### src/verilog/iomem_pkg.sv
/* Memory bus field types */
`default_nettype none

package iomem_pkg;

    // ------------------------------
    // Field widths
    // ------------------------------

    localparam int addr_bits = 32;
    localparam int data_bits = 32;
    localparam int strb_bits = data_bits / 8;
    localparam int slot_bits = 3;

    // ------------------------------
    // Field types
    // ------------------------------

    // Byte address
    typedef logic [addr_bits-1:0] addr_t;

    // Bus word
    typedef logic [data_bits-1:0] data_t;

    // One bit per byte lane, all zero for a read
    typedef logic [strb_bits-1:0] strb_t;

    // Slot number behind the decoder
    typedef logic [slot_bits-1:0] slot_idx_t;

endpackage

`default_nettype wire

### src/verilog/iomem_if.sv
/* Slot request and response bus */
`default_nettype none

interface iomem_if;
    import iomem_pkg::*;

    // Request, driven by the decoder
    logic  valid;
    strb_t wstrb;
    addr_t addr;
    data_t wdata;

    // Response, driven by the slot
    logic  ready;
    data_t rdata;

    modport decoder (
        output valid,
        output wstrb,
        output addr,
        output wdata
    );

    modport slot (
        input  valid,
        input  wstrb,
        input  addr,
        input  wdata,
        output ready,
        output rdata
    );

    // Merger only looks at the response side
    modport merge (
        input ready,
        input rdata
    );

endinterface

`default_nettype wire

### src/verilog/led_fb_reg.sv
/* LED framebuffer register */
`default_nettype none

module led_fb_reg (
    input  wire                   clk,
    input  wire                   rst_n,
    iomem_if.slot                 bus,
    output iomem_pkg::data_t      led_fb
);
    import iomem_pkg::*;

    data_t fb;
    logic  take;
    logic  is_write;

    assign take     = bus.valid && !bus.ready;
    assign is_write = |bus.wstrb;

    // Any strobe bit writes the full word
    always_ff @(posedge clk) begin
        if (!rst_n) begin
            fb        <= '0;
            bus.ready <= 1'b0;
        end else begin
            if (take && is_write) begin
                fb <= bus.wdata;
            end
            bus.ready <= take;
        end
    end

    // Read returns the stored word, write returns zero
    always_ff @(posedge clk) begin
        if (take) begin
            bus.rdata <= is_write ? '0 : fb;
        end
    end

    assign led_fb = fb;

endmodule

`default_nettype wire

### src/flat_wrapper.sv
// flat-port wrapper written by rule: the top's interface ports become plain ports
module led_fb_reg_flat import iomem_pkg::*;
  (clk, rst_n, led_fb, bus_valid, bus_wstrb, bus_addr, bus_wdata, bus_ready, bus_rdata);
  iomem_if bus_i ();
  input  wire clk;
  input  wire rst_n;
  output iomem_pkg::data_t led_fb;
  input wire logic [$bits(bus_i.valid)-1:0] bus_valid;
  input wire logic [$bits(bus_i.wstrb)-1:0] bus_wstrb;
  input wire logic [$bits(bus_i.addr)-1:0] bus_addr;
  input wire logic [$bits(bus_i.wdata)-1:0] bus_wdata;
  output wire logic [$bits(bus_i.ready)-1:0] bus_ready;
  output wire logic [$bits(bus_i.rdata)-1:0] bus_rdata;
  assign bus_i.valid = bus_valid;
  assign bus_i.wstrb = bus_wstrb;
  assign bus_i.addr = bus_addr;
  assign bus_i.wdata = bus_wdata;
  assign bus_ready = bus_i.ready;
  assign bus_rdata = bus_i.rdata;
  led_fb_reg u_core (.clk(clk), .rst_n(rst_n), .bus(bus_i), .led_fb(led_fb));
endmodule
### config.mk
export PLATFORM = sky130hd
export DESIGN_NAME = led_fb_reg_flat
export DESIGN_NICKNAME = d
export VERILOG_FILES = /design/src/verilog/iomem_pkg.sv /design/src/verilog/iomem_if.sv /design/src/verilog/led_fb_reg.sv /design/src/flat_wrapper.sv
export SDC_FILE = /design/constraint.sdc
export NUM_CORES = 1
export LEC_CHECK = 0
export BUFFER_PORTS_ARGS = -buffer_cell sky130_fd_sc_hd__buf_2
export CAP_MARGIN = 20
export CORE_MARGIN = 1.5
export CORE_UTILIZATION = 48
export DETAILED_ROUTE_END_ITERATION = 6
export GPL_TIMING_DRIVEN = 0
export PLACE_DENSITY = 0.87
export SLEW_MARGIN = 10
export SYNTH_ARGS = -nofsm -noshare
export SYNTH_HDL_FRONTEND = slang
export SYNTH_SLANG_ARGS = --single-unit
export TNS_END_PERCENT = 1
### constraint.sdc
create_clock -name clk -period 4.8 [get_ports clk]
set_clock_uncertainty 0.2 [all_clocks]
set_input_delay 0.48 -clock clk [delete_from_list [all_inputs] [get_ports clk]]
set_output_delay 0.48 -clock clk [all_outputs]
set_load 0.005 [all_outputs]
==> metrics.yaml <==
critical_path:
  critPathRequiredTime_ns: 4.84
  rr_endpoint: "u_core.led_fb[13]$_SDFFE_PN0P_"
  r2r_slack_ns: 2.86
  arrival_ns: 1.97
  cp-start-kind: "flop"
  critPathCaptureType: "flop"
  critPathMaxFanout: 20
  r2r_cells: 6
  critical_path_class: "flop to flop"
  reg2reg_from: "u_core.bus.ready$_SDFF_PN0_"
place:
  dpl.hpwl_um: 3730
  io_buffers: 102
  post-place-ws_ns: 2.58
  place_area_um2: 3170
  dpl.cell_count: 384
  globalplace.congestion: 0.814
worst_hold_path:
  hp-class: "input port to flop"
  hold_start: "bus_wdata[10]"
  min_to: "u_core.led_fb[10]$_SDFFE_PN0P_"
  min_delay_path_depth: 3
yosys:
  yosys.area.top_type: "edfxtp_1"
  synth_area_leaders: "edfxtp_1 (38%), dfxtp_1 (26%), mux2i_1 (13%), nand2_1 (9.5%), and2_1 (7.6%)"
  syn_avg_cell_area_um2: 12.0
  ys_types: 12
  synth_top_area_frac: 0.379
  yosysSeqAreaShare: 0.639
  synth_seq_cells: 65
  syn_nets: 282
  netlist_area_um2: 2540
  syn_inst: 211
  yosys_warnings: 0
timing:
  worst_pin_slew_ns: 0.507
  period_needed_ns: 1.94
  fmax_ghz: 0.516
  setup_violations: 0
  period_share: 0.404
  relSlewSlack: 0.662
  rsz0062_at_grt: "false"
  hold_violations: 0
  layout_setup_ws_ns: 2.86
  setup_tns_ns: 0
  holdWs_ns: 0.200
  finalMaxSlewViolations: 0
grt:
  grt_pass1_wl_um: 7790
  use_met1: 0.239
  grt_util_met2: 0.295
  antenna_found_initial: 0
  grt_usage: 0.187
  grt.busiest_layer: "met2"
  grt_max_degree: 21
  use_met3: 0.0291
  overflow: 0
  grt_pass1_vias: 1694
clocking:
  post_cts_buffers: 0
  cts_buffers: 9
  hold_buffers: 0
  cts-resized-gates: 0
  ctsHtreeMaxLevel: 3
  clkLatencyLatePin_ns: 0.32
  root_buffer: "clkbuf_8"
  clock_sinks: 65
  clk_pin_slew_ns: 0.07
  cts_tree: "done"
  clk_path_buf_depth: 2
power:
  finalPower_mw: 1.18
  irDropWorstVdd_mv: 0.284
  p_per_area_nw_per_um2: 353
  leakage_nw: 1.56
cells_and_area:
  diodes: 0
  fin_cells: 400
  drive_gt1_frac: 0.376
  finish.utilization: 0.656
  final_common_cell: "buf_2"
  mostFrequentLayoutCells: "buf_2 (102), nand2_1 (64), dfxtp_1 (33)"
  final_nets: 396
  fin_area_um2: 3350
  syn2layout_area_growth_pct: 32.0
run_status:
  status: "complete, no violations"
job:
  maxCapViolCount: 0
floorplanning:
  fp.dieW_um: 75.7
  core_area_um2: 5110
  dieArea_um2: 5730
  num_rows: 26
  floorplan.initialDensity: 0.497
  die_h_um: 75.7
  pin_count: 136
route:
  first_iter_violations: 69
  ant_nets: 0
  via_per_inst: 4.63
  dr.pass1.iters: 4
  routed_wl_um: 5140
  vias: 1850
  post_drt_wl_per_cell_um: 12.8
  drc_errors: 0
-- worst max path at each step --
stage | from | endpoint | slack [ns] | depth (start not counted)
after floorplan | bus_valid | u_core.led_fb[10]$_SDFFE_PN0P_ | 1.73 | 5
after detailed placement | bus_valid | u_core.led_fb[22]$_SDFFE_PN0P_ | 2.58 | 7
after global routing | u_core.bus.ready$_SDFF_PN0_ | u_core.led_fb[30]$_SDFFE_PN0P_ | 2.76 | 6
after global placement | bus_valid | u_core.led_fb[6]$_SDFFE_PN0P_ | 0.91 | 6
final | u_core.bus.ready$_SDFF_PN0_ | u_core.led_fb[13]$_SDFFE_PN0P_ | 2.86 | 6
after CTS | u_core.bus.ready$_SDFF_PN0_ | u_core.led_fb[13]$_SDFFE_PN0P_ | 2.82 | 6
-- Yosys cell counts, drive strengths merged --
library cell and number:
buf 4, clkbuf 10, dfxtp 33, nor2b 2
nand2 64, edfxtp 32, mux2i 32, nor4 1
and2 33
-- final cells by class --
class	count	area (um^2)
timing repair buffer	103	538
multi-input combinational	132	813
clock inverter	4	43.8
fill	404	1760
sequential	65	1620
buffer	14	109
clock buffer	12	135
tap	70	87.6
-- worst max-delay path: stages, from the launching register on --
cell and delay (ns):
dfxtp_1 0.34, nor2b_4 0.42, buf_16 0.23, nor2b_2 0.16, buf_6 0.16, buf_12 0.15, mux2i_1 0.20
-- power by group --
| part | leakage [nW] | internal, mW | switching [mW] |
|---|---|---|---|
| clock | 0.0918 | 0.237 | 0.193 |
| sequential | 0.592 | 0.613 | 0.0148 |
| combinational | 0.880 | 0.0633 | 0.0611 |
-- metal layers --
layer | wire, um | part of all wire | vias to the layer above
met5 | 0 | 0 | -
met4 | 142 | 0.028 | 0
met3 | 271 | 0.053 | 15
met2 | 2470 | 0.48 | 75
met1 | 2260 | 0.44 | 836
li1 | - | - | 924
-- kinds of logic after synthesis --
family        synth area share
mux                      0.126
simple gates             0.191
flops                    0.639
buf+inv                 0.0429
Power figures use the tool's default switching activity.
